### config.mk
export PLATFORM = sky130hd
export DESIGN_NAME = cpu_top
export DESIGN_NICKNAME = d
export VERILOG_FILES = /design/src/uop_pkg.sv /design/src/flag_pkg.sv /design/src/uop_sequencer.sv /design/src/cpu_datapath.sv /design/src/status_unit.sv /design/src/bus_interface.sv /design/src/cpu_top.sv
export VERILOG_INCLUDE_DIRS = /design/src
export SDC_FILE = /design/constraint.sdc
export NUM_CORES = 1
export LEC_CHECK = 0
export ABC_AREA = 1
export BUFFER_PORTS_ARGS = -buffer_cell sky130_fd_sc_hd__buf_2
export CAP_MARGIN = 10
export CORE_ASPECT_RATIO = 1.4
export CORE_MARGIN = 2
export CORE_UTILIZATION = 51
export DETAILED_ROUTE_END_ITERATION = 12
export MAX_ROUTING_LAYER = met4
export PLACE_DENSITY = 0.74
export SYNTH_ARGS = -nofsm -noshare
export SYNTH_HDL_FRONTEND = slang
export SYNTH_SLANG_ARGS = --single-unit
export TNS_END_PERCENT = 1
### constraint.sdc
create_clock -name clk -period 4.8 [get_ports clk]
set_clock_uncertainty 0.2 [all_clocks]
set_input_delay 0 -clock clk [delete_from_list [all_inputs] [get_ports clk]]
set_output_delay 0 -clock clk [all_outputs]
set_load 0.02 [all_outputs]
### src/mcpu_cfg.svh
`ifndef MCPU_CFG_SVH
`define MCPU_CFG_SVH

// Micro-address register width
`define MCPU_UADDR_W 5

// Rows in the microcode table
`define MCPU_UCODE_DEPTH 24

`define MCPU_SP_RESET 8'hff

// High address byte of the stack
`define MCPU_STACK_PAGE 8'h01

`endif

### src/uop_pkg.sv
package uop_pkg;

	typedef enum logic [7:0] {
		OP_PHP     = 8'h08,
		OP_CLC     = 8'h18,
		OP_SEC     = 8'h38,
		OP_JMP_ABS = 8'h4c,
		OP_ADC_IMM = 8'h69,
		OP_STA_ZP  = 8'h85,
		OP_LDA_IMM = 8'ha9,
		OP_SBC_IMM = 8'he9,
		OP_NOP     = 8'hea	// Also taken by unknown opcodes
	} opcode_t;

	typedef enum logic [1:0] {
		ALU_ADD  = 2'h0,
		ALU_SUB  = 2'h1,	// Add with inverted operand
		ALU_PASS = 2'h2
	} alu_op_t;

	typedef enum logic [2:0] {
		DB_DL  = 3'h0,
		DB_A   = 3'h1,
		DB_PCL = 3'h2,
		DB_PCH = 3'h3,
		DB_P   = 3'h4,
		DB_ALU = 3'h5
	} db_sel_t;

	typedef enum logic [1:0] {
		AD_PC    = 2'h0,
		AD_ZP    = 2'h1,
		AD_STACK = 2'h2,
		AD_ABS   = 2'h3
	} ad_sel_t;

	typedef enum logic [1:0] {PC_HOLD = 2'h0, PC_INC = 2'h1, PC_LOAD = 2'h2} pc_op_t;

	typedef enum logic {SEQ_NEXT = 1'b0, SEQ_DISP = 1'b1} seq_t;

endpackage

### src/flag_pkg.sv
package flag_pkg;

	// Bit positions inside P
	typedef enum int {
		FLAG_C = 0,
		FLAG_Z = 1,
		FLAG_I = 2,
		FLAG_D = 3,
		FLAG_B = 4,
		FLAG_R = 5,
		FLAG_V = 6,
		FLAG_N = 7
	} flag_bit_t;

	typedef enum logic [2:0] {
		FU_NONE = 3'h0,
		FU_NZ   = 3'h1,
		FU_NVZC = 3'h2,
		FU_SETC = 3'h3,
		FU_CLRC = 3'h4
	} flag_upd_t;

endpackage

### src/uop_sequencer.sv
`timescale 1ns/100ps
`include "mcpu_cfg.svh"

module uop_sequencer (
	input logic clk,
	input logic n_reset,
	input logic [7:0] dl,
	output uop_pkg::alu_op_t alu_op,
	output uop_pkg::db_sel_t db_sel,
	output uop_pkg::ad_sel_t ad_sel,
	output uop_pkg::pc_op_t pc_op,
	output logic a_load,
	output logic sp_dec,
	output flag_pkg::flag_upd_t flag_upd,
	output logic ab_load,
	output logic wr
);

localparam int W = `MCPU_UADDR_W;

// Entry rows and the rows that follow them
localparam logic [W-1:0] R_FETCH = W'(0);
localparam logic [W-1:0] R_LDA = W'(1);
localparam logic [W-1:0] R_ADC = W'(3);
localparam logic [W-1:0] R_SBC = W'(5);
localparam logic [W-1:0] R_SEC = W'(7);
localparam logic [W-1:0] R_CLC = W'(9);
localparam logic [W-1:0] R_PHP = W'(11);
localparam logic [W-1:0] R_JMP = W'(14);
localparam logic [W-1:0] R_STA = W'(17);
localparam logic [W-1:0] R_NOP = W'(20);

logic [W-1:0] uaddr_q, uaddr, entry;
logic disp_q;
uop_pkg::seq_t seq;

// Opcode dispatch from the byte read in the fetch cycle
always_comb
	case (dl)
	uop_pkg::OP_LDA_IMM:	entry = R_LDA;
	uop_pkg::OP_ADC_IMM:	entry = R_ADC;
	uop_pkg::OP_SBC_IMM:	entry = R_SBC;
	uop_pkg::OP_SEC:	entry = R_SEC;
	uop_pkg::OP_CLC:	entry = R_CLC;
	uop_pkg::OP_PHP:	entry = R_PHP;
	uop_pkg::OP_JMP_ABS:	entry = R_JMP;
	uop_pkg::OP_STA_ZP:	entry = R_STA;
	default:	entry = R_NOP;
	endcase

assign uaddr = disp_q ? entry : uaddr_q;	// Row after a dispatch row comes from the opcode

always_ff @(posedge clk, negedge n_reset)
	if (~n_reset) begin
		uaddr_q <= R_FETCH;
		disp_q <= 1'b0;
	end else begin
		uaddr_q <= uaddr + W'(1);
		disp_q <= seq == uop_pkg::SEQ_DISP;
	end

// Microcode table
always_comb begin
	alu_op = uop_pkg::ALU_PASS;
	db_sel = uop_pkg::DB_DL;
	ad_sel = uop_pkg::AD_PC;
	pc_op = uop_pkg::PC_INC;
	a_load = 1'b0;
	sp_dec = 1'b0;
	flag_upd = flag_pkg::FU_NONE;
	ab_load = 1'b1;
	wr = 1'b0;
	seq = uop_pkg::SEQ_DISP;	// Default row is a plain opcode fetch
	case (uaddr)
	5'd1, 5'd3, 5'd5, 5'd14:	seq = uop_pkg::SEQ_NEXT;	// Operand read
	5'd2: begin
		a_load = 1'b1;	// LDA
		flag_upd = flag_pkg::FU_NZ;
	end
	5'd4, 5'd6: begin
		alu_op = (uaddr == 5'd4) ? uop_pkg::ALU_ADD : uop_pkg::ALU_SUB;
		db_sel = uop_pkg::DB_ALU;
		a_load = 1'b1;
		flag_upd = flag_pkg::FU_NVZC;
	end
	5'd7, 5'd9, 5'd20: begin
		pc_op = uop_pkg::PC_HOLD;	// Dummy read that keeps the address on the next opcode
		ab_load = 1'b0;
		seq = uop_pkg::SEQ_NEXT;
	end
	5'd8:	flag_upd = flag_pkg::FU_SETC;
	5'd10:	flag_upd = flag_pkg::FU_CLRC;
	5'd11: begin
		db_sel = uop_pkg::DB_P;
		ad_sel = uop_pkg::AD_STACK;
		pc_op = uop_pkg::PC_HOLD;
		sp_dec = 1'b1;
		wr = 1'b1;
		seq = uop_pkg::SEQ_NEXT;
	end
	5'd12: begin
		pc_op = uop_pkg::PC_HOLD;	// Back to the PC after the push
		seq = uop_pkg::SEQ_NEXT;
	end
	5'd15: begin
		ad_sel = uop_pkg::AD_ABS;
		pc_op = uop_pkg::PC_LOAD;
		seq = uop_pkg::SEQ_NEXT;
	end
	5'd17: begin
		db_sel = uop_pkg::DB_A;
		ad_sel = uop_pkg::AD_ZP;
		pc_op = uop_pkg::PC_HOLD;
		wr = 1'b1;
		seq = uop_pkg::SEQ_NEXT;
	end
	5'd18:	seq = uop_pkg::SEQ_NEXT;	// Back to the PC after the store
	default: ;
	endcase
end

assert property (@(posedge clk) disable iff (!n_reset) uaddr < `MCPU_UCODE_DEPTH);
assert property (@(posedge clk) disable iff (!n_reset) seq == uop_pkg::SEQ_DISP |-> !wr);

endmodule

### src/cpu_datapath.sv
`timescale 1ns/100ps
`include "mcpu_cfg.svh"

module cpu_datapath (
	input logic clk,
	input logic n_reset,
	input logic [7:0] data_in,
	input uop_pkg::alu_op_t alu_op,
	input uop_pkg::db_sel_t db_sel,
	input uop_pkg::ad_sel_t ad_sel,
	input uop_pkg::pc_op_t pc_op,
	input logic a_load,
	input logic sp_dec,
	input logic carry_in,
	input logic [7:0] p,
	output logic [7:0] dl,
	output logic [15:0] ad_bus,
	output logic [7:0] db_bus,
	output logic [7:0] alu_res,
	output logic alu_carry,
	output logic alu_ovf
);

logic [7:0] a, sp;
logic [15:0] pc;
logic [7:0] b_in;
logic [8:0] sum;

always_ff @(posedge clk)
	dl <= data_in;

// Data bus
always_comb
	case (db_sel)
	uop_pkg::DB_DL:	db_bus = dl;
	uop_pkg::DB_A:	db_bus = a;
	uop_pkg::DB_PCL:	db_bus = pc[7:0];
	uop_pkg::DB_PCH:	db_bus = pc[15:8];
	uop_pkg::DB_P:	db_bus = p | 8'h30;	// Pushed with R and B set
	uop_pkg::DB_ALU:	db_bus = alu_res;
	default:	db_bus = dl;
	endcase

// Address bus; the newest operand byte is still on data_in, the older one sits in dl
always_comb
	case (ad_sel)
	uop_pkg::AD_PC:	ad_bus = pc + ((pc_op == uop_pkg::PC_INC) ? 16'd1 : 16'd0);
	uop_pkg::AD_ZP:	ad_bus = {8'h00, data_in};
	uop_pkg::AD_STACK:	ad_bus = {`MCPU_STACK_PAGE, sp};
	uop_pkg::AD_ABS:	ad_bus = {data_in, dl};	// High byte live, low byte held
	default:	ad_bus = pc;
	endcase

// ALU
assign b_in = (alu_op == uop_pkg::ALU_SUB) ? ~dl : dl;
assign sum = {1'b0, a} + {1'b0, b_in} + {8'h00, carry_in};

always_comb
	if (alu_op == uop_pkg::ALU_PASS) begin
		alu_res = dl;	// Operand passes for LDA flags
		alu_carry = 1'b0;
		alu_ovf = 1'b0;
	end else begin
		alu_res = sum[7:0];
		alu_carry = sum[8];
		alu_ovf = (a[7] == b_in[7]) && (sum[7] != a[7]);
	end

always_ff @(posedge clk, negedge n_reset)
	if (~n_reset) begin
		a <= 8'h00;
		sp <= `MCPU_SP_RESET;
		pc <= 16'h0000;
	end else begin
		if (a_load)
			a <= db_bus;
		if (sp_dec)
			sp <= sp - 8'd1;
		case (pc_op)
		uop_pkg::PC_INC:	pc <= pc + 16'd1;
		uop_pkg::PC_LOAD:	pc <= ad_bus;
		default: ;
		endcase
	end

assert property (@(posedge clk) disable iff (!n_reset)
	a_load |-> (db_sel == uop_pkg::DB_ALU || db_sel == uop_pkg::DB_DL));

endmodule

### src/status_unit.sv
`timescale 1ns/100ps

module status_unit (
	input logic clk,
	input logic n_reset,
	input flag_pkg::flag_upd_t flag_upd,
	input logic [7:0] alu_res,
	input logic alu_carry,
	input logic alu_ovf,
	output logic [7:0] p,
	output logic carry_in
);

logic [7:0] mask, pn;

// Candidate flags from the ALU
always_comb begin
	pn = p;
	pn[flag_pkg::FLAG_N] = alu_res[7];
	pn[flag_pkg::FLAG_V] = alu_ovf;
	pn[flag_pkg::FLAG_Z] = alu_res == 8'h00;
	pn[flag_pkg::FLAG_C] = alu_carry;
	if (flag_upd == flag_pkg::FU_SETC)
		pn[flag_pkg::FLAG_C] = 1'b1;
	else if (flag_upd == flag_pkg::FU_CLRC)
		pn[flag_pkg::FLAG_C] = 1'b0;
end

always_comb begin
	mask = 8'h00;
	case (flag_upd)
	flag_pkg::FU_NZ: begin
		mask[flag_pkg::FLAG_N] = 1'b1;
		mask[flag_pkg::FLAG_Z] = 1'b1;
	end
	flag_pkg::FU_NVZC: begin
		mask[flag_pkg::FLAG_N] = 1'b1;
		mask[flag_pkg::FLAG_V] = 1'b1;
		mask[flag_pkg::FLAG_Z] = 1'b1;
		mask[flag_pkg::FLAG_C] = 1'b1;
	end
	flag_pkg::FU_SETC, flag_pkg::FU_CLRC:	mask[flag_pkg::FLAG_C] = 1'b1;
	default: ;
	endcase
end

always_ff @(posedge clk, negedge n_reset)
	if (~n_reset)
		p <= 8'h20;	// Only R
	else
		p <= (p & ~mask) | (pn & mask);

assign carry_in = p[flag_pkg::FLAG_C];

assert property (@(posedge clk) disable iff (!n_reset) p[flag_pkg::FLAG_R]);

endmodule

### src/bus_interface.sv
`timescale 1ns/100ps

module bus_interface (
	input logic clk,
	input logic n_reset,
	input logic ab_load,
	input logic wr,
	input logic [15:0] ad_bus,
	input logic [7:0] db_bus,
	output logic [15:0] addr,
	output logic rw,
	output logic [7:0] data_out
);

always_ff @(posedge clk, negedge n_reset)
	if (~n_reset)
		addr <= 16'h0000;
	else if (ab_load)
		addr <= ad_bus;

always_ff @(posedge clk, negedge n_reset)
	if (~n_reset) begin
		rw <= 1'b1;
		data_out <= 8'h00;
	end else begin
		rw <= ~wr;	// High reads
		if (wr)
			data_out <= db_bus;
	end

// Write data holds for the whole write cycle, so no write row follows another
assert property (@(posedge clk) disable iff (!n_reset) !rw |-> !wr);

endmodule

### src/cpu_top.sv
`timescale 1ns/100ps

module cpu_top (
	input logic clk,
	input logic n_reset,
	input logic [7:0] data_in,
	output logic [15:0] addr,
	output logic rw,
	output logic [7:0] data_out
);

uop_pkg::alu_op_t alu_op;
uop_pkg::db_sel_t db_sel;
uop_pkg::ad_sel_t ad_sel;
uop_pkg::pc_op_t pc_op;
flag_pkg::flag_upd_t flag_upd;
logic a_load, sp_dec, ab_load, wr;
logic [7:0] dl, db_bus, alu_res, p;
logic [15:0] ad_bus;
logic alu_carry, alu_ovf, carry_in;

uop_sequencer u_seq (
	.clk(clk), .n_reset(n_reset), .dl(dl),
	.alu_op(alu_op), .db_sel(db_sel), .ad_sel(ad_sel), .pc_op(pc_op),
	.a_load(a_load), .sp_dec(sp_dec), .flag_upd(flag_upd),
	.ab_load(ab_load), .wr(wr)
);

cpu_datapath u_dp (
	.clk(clk), .n_reset(n_reset), .data_in(data_in),
	.alu_op(alu_op), .db_sel(db_sel), .ad_sel(ad_sel), .pc_op(pc_op),
	.a_load(a_load), .sp_dec(sp_dec), .carry_in(carry_in), .p(p),
	.dl(dl), .ad_bus(ad_bus), .db_bus(db_bus),
	.alu_res(alu_res), .alu_carry(alu_carry), .alu_ovf(alu_ovf)
);

status_unit u_status (
	.clk(clk), .n_reset(n_reset), .flag_upd(flag_upd),
	.alu_res(alu_res), .alu_carry(alu_carry), .alu_ovf(alu_ovf),
	.p(p), .carry_in(carry_in)
);

bus_interface u_bus (
	.clk(clk), .n_reset(n_reset), .ab_load(ab_load), .wr(wr),
	.ad_bus(ad_bus), .db_bus(db_bus),
	.addr(addr), .rw(rw), .data_out(data_out)
);

endmodule

# Word-level counts from Yosys, hierarchy flattened
# Cells that the tools add are included.
[word_totals] latchBits=0 reg_bits=79 romBits=0 mem_count=0 out_inout_bits=25 mem_bits_rw=0
[op_classes] n_mul=0 bitwise_logic=6 eq_ne=43 n_lt_le_gt_ge=0 div=0 n_shift=0 mux=25 n_reduce_logical=12 n_addsub=6
[ops] cell="16-bit one-hot mux with 4 select lines" count=1
[ops] cell="5-bit one-hot mux with 8 select lines" count=1
[ops] cell="8-bit one-hot mux with 5 select lines" count=1
[ops] cell="5-bit by 4-bit equality test with 1-bit output, second input constant" count=7
[ops] cell="16-bit one-hot mux with 2 select lines" count=1
[ops] cell="8-bit equality test, second input constant" count=3
[ops] cell="5-bit by 3-bit equality test with 1-bit output, second input constant" count=4
[ops] cell="16-bit by 1-bit adder with 16-bit output, second input constant" count=1
[ops] cell="16-bit adder" count=1
[ops] cell="8-bit AND" count=2
[ops] cell="8-bit by 7-bit equality test with 1-bit output, second input constant" count=2
[ops] cell="8-bit 2-to-1 mux" count=2
[ops] cell="8-bit NOT" count=2
[ops] cell="5-bit equality test, second input constant" count=3
[ops] cell="1-bit 2-to-1 mux" count=13
[ops] cell="3-bit by 2-bit equality test with 1-bit output, second input constant" count=4
[ops] cell="3-bit one-hot mux with 4 select lines" count=1
[ops] cell="12-bit OR reduction" count=1
[ops] cell="5-bit by 2-bit equality test with 1-bit output, second input constant" count=2
[ops] cell="8-bit by 8-bit adder with 9-bit output" count=1
[ops] cell="9-bit by 1-bit adder with 9-bit output" count=1
[ops] cell="3-bit equality test, second input constant" count=3
[ops] cell="3-bit one-hot mux with 3 select lines" count=1
[ops] cell="3-bit OR reduction" count=3
[ops] cell="23 further kinds" count=31

# Longest topological paths before layout
# Gate-level depths: netlist (run 1).
[logic_depth] depth_word=15 depth_mapped=28

# Modules after synthesis
# A second synthesis (run 1) with hierarchy kept.
[hier_totals] hier_cells=856 hier_area_um2=5826.8
[modules_own_cells] module="cpu_datapath" cells_each=548 n_inst=1 area_per_inst_um2=3529.6
[modules_own_cells] module="uop_sequencer" cells_each=164 n_inst=1 area_per_inst_um2=1042.2
[modules_own_cells] module="bus_interface" cells_each=103 n_inst=1 area_per_inst_um2=969.7
[modules_own_cells] module="status_unit" cells_each=41 n_inst=1 area_per_inst_um2=285.3

# Worst setup path after synthesis (run 1)
# Ideal clock, no wire load.
[synth_timing] path_kind="register to register" startpoint="reg u_dp.dl[2]" endpoint="reg u_bus.addr[14]" path_stages_with_launch=29 arrival_time_ns=3.509 required_time_ns=4.518 n_path_buf=1 setup_time_ns=0.082 path_slack_ns=1.009 path_cell_list="dfxtp_1 -> inv_2 -> nand2_2 -> nor2_2 -> nand2_1 -> nand2_1 -> nor2_4 -> nand2_2 -> nand3_2 -> nand2_4 -> inv_1 -> nand2_1 -> nor2_1 -> ha_1 -> clkbuf_1 -> inv_2 -> nand2_2 -> nor2_4 -> nand3_1 -> inv_2 -> ha_1 -> ha_1 -> nand3_1 -> nor2_1 -> nand4_1 -> nor2_1 -> xor2_1 -> nand2_1 -> a31oi_1"
[synth_via] elab_chain_len=10 elab_cells_between_ends=29 classes_between="1 x add/sub; 19 x eq/ne; 6 x mux; 3 x reduce/logical"
[synth_lines] element="start: declaration" line="cpu_datapath.sv:16" text="output logic [7:0] dl,"
[synth_lines] element="start signal: assignment" line="cpu_datapath.sv:30" text="dl <= data_in;"
[synth_lines] element="8-bit equality test (tied with other cells)" line="uop_sequencer.sv:39" text="case (dl)"
[synth_lines] element="5-bit one-hot mux with 8 select lines (*)" line="uop_sequencer.sv:39"
[synth_lines] element="5-bit 2-to-1 mux (*)" line="uop_sequencer.sv:51" text="assign uaddr = disp_q ? entry : uaddr_q;"
[synth_lines] element="5-bit by 3-bit equality test with 1-bit output (tied with other cells)" line="uop_sequencer.sv:74" text="case (uaddr)"
[synth_lines] element="6-bit OR reduction (no line)"
[synth_lines] element="2-bit one-hot mux with 2 select lines" line="uop_sequencer.sv:74"
[synth_lines] element="2-bit by 1-bit equality test with 1-bit output" line="cpu_datapath.sv:47" text="uop_pkg::AD_PC: ad_bus = pc + ((pc_op == uop_pkg::PC_INC) ? 16'd1 : 16'd0);"
[synth_lines] element="1-bit 2-to-1 mux" line="cpu_datapath.sv:47"
[synth_lines] element="16-bit adder" line="cpu_datapath.sv:47"
[synth_lines] element="16-bit one-hot mux with 4 select lines" line="cpu_datapath.sv:46" text="case (ad_sel)"
[synth_lines] element="end signal: assignment" line="bus_interface.sv:19" text="addr <= ad_bus;"
[synth_lines] element="end: declaration" line="bus_interface.sv:10" text="output logic [15:0] addr,"
# Every way passes the cells marked *; elsewhere a longest branch is shown, timed or not.
# A chain may end at the register's enable or synchronous reset.

==> results.md, run 1 <==
- Status: completed
- Die X: 87.7 um
- Setup violators final: 0
- Maxcap violations: 0
- Ys Warns: 0
- Hold Path End: u_dp.dl[6]
- Wire per inst: 15.4 um
- RSZ-0062 raised after global routing: false
- Vias: 4577
- CTS Buf Count: 9
- Flop2flop setup slack: 0.61 ns
- Post-CTS Hold Fix Bufs: 9
- Count of final max-slew check failures: 0
- FP Rows: 42
- Final Wtd Congestion: 0.944
- GR Overflow Total: 0
- Power Density: 548 nW/um2
- Worst-margin pin slew: 0.874 ns
- DP Area: 5250 um2
- CTS tree: yes
- Initial core utilization: 52.6%
- CP max FO: 8
- Synth Net Count: 687
- RR Startpoint: u_dp.dl[2]
- Layout Cells excl Fill: 838
- Critical Path End Type: flop
- Cell mode on critical path: nand2_1
- Kind of critical path: flop to flop
- Clock-pin slew on the worst setup and hold paths: 0.06 ns
- Core ar.: 9510 um2
- Minimum clock period: 4.19 ns
- Vias in the first global route: 4706
- Fin. Hold Viols: 0
- Max incr delay on CP: 0.46 ns
- Port Buffers: 34
- Die area: 10600 um2
- Leakage: 0.00285 uW
- Htree depth: 3
- TritonRoute pass-1 iters: 5
- Final hold slack: 0.134 ns
- Period utilization: 87.3%
- Synth Register Bits: 75
- Setup bufs post-CTS: 0
- Post-CTS Resized: 0
- Arrival time at the worst endpoint: 4.27 ns
- Number of flops mapped to enable cells by yosys: 0
- TNS Setup: 0 ns
- Max clock buf depth: 2
- Dpl cells: 813
- Largest net degree at the start of global routing: 68
- Hold Path Origin: data_in[6]
- Sequential area share after synthesis: 36.9%
- Netlist cell types: 45
- Slowest stage cell, crit path: fa_1
- Post-Syn Area per Cell: 7.57 um2
- Root Driver: clkbuf_16
- Layout Nets: 727
- Clock Sinks: 75
- DRC violation count after routing: 0
- GRT Total Usage: 26.8%
- Antenna Cells: 0
- Via-per-instance ratio: 5.46
- Mapped Cells: 661
- Antenna violations before repair: 0
- Crit start category: flop
- Dpl hpwl: 9450 um
- Hold Crit Class: primary input to flop
- Layout area overhead: 12.5%
- Hold Path Depth: 2
- Boundary Pins: 35
- R2R cell count: 20
- Req. time, crit path: 4.88 ns
- Die Y: 121 um
- Fin area: 5630 um2
- Final antenna-violating net count: 0
- Final wirelength: 12900 um
- Main synth FF type: dfrtp_1
- Layout cells sized above 1: 16.9%
- Fmax: 239 MHz
- Worst vdd ir: 351 uV
- Clk_lat worst skew: 0.35 ns
- DRT iter0 DRCs: 271
- Synth Cell Area: 5000 um2
- Async SR Flop Fraction: 89.3%
- Worst-path cell chain: inv_2, nand2_2, nor2_2, nand2_1, nand2_1, nand3b_1, nand2_2, inv_1, ha_1, nand4_2, xor2_1, fa_1, fa_1, nand4_1, nand3_1, nand2_1, nand2_1, o41ai_1, nand3_1, nand2_1
- Slew Limit Headroom: 41.7%
- Global-route wire length before repair: 21600 um
-- state kept, by name (all words and copies together) (netlist names), named ones only --
signal and cells:
u_dp.sp 8, u_bus.data_out 8, u_bus.addr 16, u_dp.a 8
u_seq.uaddr_q 5, u_dp.dl 8, u_seq.disp_q 1, u_dp.pc 16
u_bus.rw 1
-- metrics by stage --
stage	utilization, %	power [uW]	setup slack [ns]
4_1_cts	59.2	3090	0.644
6_report	59.2	3090	0.612
5_1_grt	59.2	3320	0.262
3_3_place_gp	55.2	2360	0.813
2_1_floorplan	-	2070	1.01
3_5_place_dp	55.2	2400	0.671
-- worst max path at each step --
stage                          end  cells after the start        from
global route                  flop                     21  u_dp.dl[1]
detailed placement            flop                     21  u_dp.dl[1]
global placement              flop                     20  u_dp.dl[3]
CTS                           flop                     21  u_dp.dl[1]
floorplan           u_bus.addr[14]                     28  u_dp.dl[2]
finish                        flop                     20  u_dp.dl[2]
-- metal layers --
| metal | vias up | track usage (%) | part of all wire [%] |
|---|---|---|---|
| met5 | - | - | 0 |
| li1 | 2208 | - | - |
| met4 | 0 | 16.9 | 5.2 |
| met2 | 151 | 43.8 | 51 |
| met3 | 50 | 3.06 | 4.3 |
| met1 | 2168 | 30.7 | 39 |
-- layout by cell type (no fill, tap or decap), types with 11 or more instances in the layout --
| cell | Yosys | layout |
|---|---|---|
| xor2_1 | 38 | 38 |
| xnor2_1 | 11 | 11 |
| inv_1 | 50 | 50 |
| nand4_1 | 15 | 15 |
| ha_1 | 14 | 14 |
| buf_2 | 2 | 34 |
| dfrtp_1 | 58 | 58 |
| nand2_1 | 188 | 188 |
| nand2_2 | 12 | 12 |
| nand3_1 | 60 | 60 |
| nor2_1 | 66 | 66 |
| o21ai_0 | 23 | 23 |
-- where the power goes --
part           switching [uW]  internal (uW)
Combinational             915            489
Sequential                167            834
Clock                     263            418
Total                    1350           1740
-- logic make-up (layout without fill, tap and decap cells) --
group,after synthesis,in the layout,share of synthesized area [%]
AOI/OAI and AO/OA,60,60,7.10
xor gates and xnor gates,49,49,8.57
adders and majority gates,16,16,4.30
buffers and inverters,81,126,7.20
DFF,75,75,36.9
and+or+nand+nor,380,380,35.9
-- final cells by class --
| type | instances | area [um2] |
|---|---|---|
| Clock buffer | 14 | 254 |
| Multi-Input combinational cell | 505 | 2800 |
| Sequential cell | 75 | 1850 |
| Clock inverter | 2 | 37.5 |
| Inverter | 63 | 241 |
| Timing Repair Buffer | 47 | 290 |
| Fill cell | 869 | 3880 |
| Tap cell | 132 | 165 |
-- cell usage after synthesis, types with 6 or more instances --
master / n / share of area (%)
a21oi_1: 10 / 1.0
a31oi_1: 8 / 1.0
clkbuf_1: 6 / 0.45
dfrtp_1: 58 / 29
dfstp_2: 9 / 4.7
dfxtp_1: 8 / 3.2
ha_1: 14 / 3.5
inv_1: 50 / 3.8
inv_2: 10 / 0.75
nand2_1: 188 / 14
nand2_2: 12 / 1.5
nand2_4: 10 / 2.3
nand3_1: 60 / 6.0
nand4_1: 15 / 1.9
nor2_1: 66 / 5.0
nor2_4: 6 / 1.3
o21ai_0: 23 / 2.3
xnor2_1: 11 / 1.9
xor2_1: 38 / 6.7
-- critical path: cells and delay by family (launching register included) --
family                   cells  cell delay [ns]
flip-flops                   1             0.36
XOR/XNOR                     1             0.25
adder cells (fa/ha/maj)      3             1.18
buffers and inverters        2             0.19
AND/OR/NAND/NOR             13             1.56
AO/OA/AOI/OAI                1             0.38
Power figures use the tool's default switching activity.
==> run 2, diff against run 1 <==
Settings changed: PLACE_DENSITY 0.74 to 0.77.
Clock period 4.8 ns to 3.4 ns, I/O delays scaled along.
==> results.md, run 2 (synthesis gave the netlist of run 1 again) <==
- Final wirelength: 14800 um
- Layout Nets: 799
- Hold Crit Class: primary input to asynchronous set/reset pin
- Final worst slack: -0.117 ns
- Core ar.: 9510 um2
- FP Rows: 42
- Leakage: 0.00326 uW
- Setup violators final: 7
- Worst vdd ir: 450 uV
- GRT Total Usage: 29.5%
- GR Overflow Total: 0
- Largest net degree at the start of global routing: 42
- Slew Limit Headroom: 56.0%
- Fmax: 284 MHz
- Port Buffers: 34
- Vias: 4923
- Die X: 87.7 um
- Root Driver: clkbuf_16
- Fin. Hold Viols: 0
- Sequential power share: 28.1%
- Die area: 10600 um2
- TritonRoute pass-1 iters: 5
- Slowest stage cell, crit path: fa_2
- CP max FO: 3
- Vias in the first global route: 4902
- Period utilization: 103%
- Multi-input gate area: 3080 um2
- Layout Cells excl Fill: 910
- Worst-path cell chain: inv_2, nand2_2, nor2_1, nand2_1, inv_1, nor2_1, nand3b_1, nand2_2, buf_6, nand2_4, nand4_4, xor2_1, fa_2, fa_2, nand4_1, nand3_1, a21oi_1, nor2_1, nor2_1, o21ai_0, o21ai_0, inv_1
- Crit start category: flop
- Max incr delay on CP: 0.37 ns
- Arrival time at the worst endpoint: 3.55 ns
- Critical Path End Type: flop
- Kind of critical path: flop to flop
- Sw Pwr: 2220 uW
- CTS tree: yes
- Gate power share: 51.1%
- Clk_lat worst skew: 0.35 ns
- Largest regs: u_bus.addr (16), u_dp.pc (16)
- Power, Total: 5100 uW
- RSZ-0062 raised after global routing: true
- Clk pwr share: 20.8%
- Htree depth: 3
- Count of final max-slew check failures: 0
- Layout cells sized above 1: 32.6%
- Failing checks: negative setup slack
- Net Sw Frac: 43.4%
- Sequential Area: 1870 um2
- FILL cells: 738
- Clock-pin slew on the worst setup and hold paths: 0.06 ns
- Dpl hpwl: 10400 um
- Boundary Pins: 35
- Max clock buf depth: 2
- Global-route wire length before repair: 23300 um
- DRC violation count after routing: 0
- Worst-margin pin slew: 0.661 ns
- Via-per-instance ratio: 5.41
- TNS Setup: -0.538 ns
- Most frequent cells in the layout: nand2_1, buf_4, dfrtp_1
- Antenna Cells: 0
- Clock Sinks: 75
- CTS Buf Count: 9
- DRT iter0 DRCs: 342
- Initial core utilization: 52.6%
- Status: finished with violations
- Most common cell after layout, fill and taps aside: nand2_1
- Layout area overhead: 31.0%
- Wire per inst: 16.3 um
- Power Density: 778 nW/um2
- Dpl cells: 867
- Minimum clock period: 3.52 ns
- Final core area utilization: 68.9%
- Die Y: 121 um
- Maxcap violations: 0
- Final Wtd Congestion: 0.971
- Req. time, crit path: 3.44 ns
- Cell mode on critical path: nor2_1
- Final hold slack: 0.0277 ns
- Antenna violations before repair: 0
- Internal: 2890 uW
- Final antenna-violating net count: 0
==> run 2: changes by cell type in the layout (fill, tap and decap cells not counted), moves of 6 or more <==
cell,change
nand2_1,-13
dfxtp_1,-8
nor2_2,+10
nor2_1,-13
dfxtp_4,+6
nand2_2,+9
o21ai_0,-7
ha_1,-6
buf_4,+69
==> run 2: path summary, 6_finish.rpt <==
check | cells after the start | startpoint | endpoint | slack (ns)
max in group asynchronous | 3 | n_reset | u_dp.sp[7] | 1.97
max | 22 | u_dp.dl[4] | flop | -0.12
min in group clk | 2 | data_in[5] | u_dp.dl[5] | 0.14
min | 2 | n_reset | u_bus.data_out[3] | 0.03
max reg2reg | 22 | u_dp.dl[4] | flop | -0.12
min reg2reg | 2 | u_bus.data_out[2] | u_bus.data_out[2] | 0.27
==> run 2: cell type report <==
class	count	area share, %
clock inverters	7	1.53
flip-flops and latches	75	28.6
repair buffers	119	13.0
multi-input cells	505	47.0
inverters	63	3.95
well taps	132	2.52
clock buffers	9	3.43
==> run 2: metal layers <==
metal,track usage (%),up-vias,routed length (um)
met4,16.1,0,626
met5,-,-,0
met3,3.47,48,632
met1,33.1,2341,5600
met2,50.2,180,7930
li1,-,2354,-
==> run 2: power by group through the flow <==
stage          combinational, uW  clock (uW)  sequential [uW]
5_1_grt                     2850        1110             1460
3_3_place_gp                2250           0             1420
6_report                    2610        1060             1440
4_1_cts                     2420        1070             1420
3_5_place_dp                2310           0             1430
2_1_floorplan               1500           0             1500
==> run 2: stage by stage <==
step	setup slack [ns]	cell area, um2
4_1_cts	-0.0510	6280
3_5_place_dp	-0.170	5760
5_1_grt	-0.362	6560
2_1_floorplan	-0.00700	5110
6_report	-0.117	6560
3_3_place_gp	-0.0939	5760
==> run 2: worst max-delay path, delay by kind of cell (launching register included) <==
| kind | cells | cell delay, ns |
|---|---|---|
| AO/OA/AOI/OAI | 3 | 0.42 |
| flip-flops | 1 | 0.35 |
| AND/OR/NAND/NOR | 12 | 1.16 |
| XOR/XNOR | 1 | 0.19 |
| adder cells (fa/ha/maj) | 2 | 0.73 |
| buffers and inverters | 4 | 0.35 |
==> run 2: what timing repair did <==
item | 4_1_cts | 5_1_grt
pin swaps | 16 | 32
buffers inserted | 4 | 14
hold buffers | 9 | 0
endpoints found under the hold margin | 56 | 0
setup endpoints to repair | 17 | 26
gates resized for setup | 21 | 48
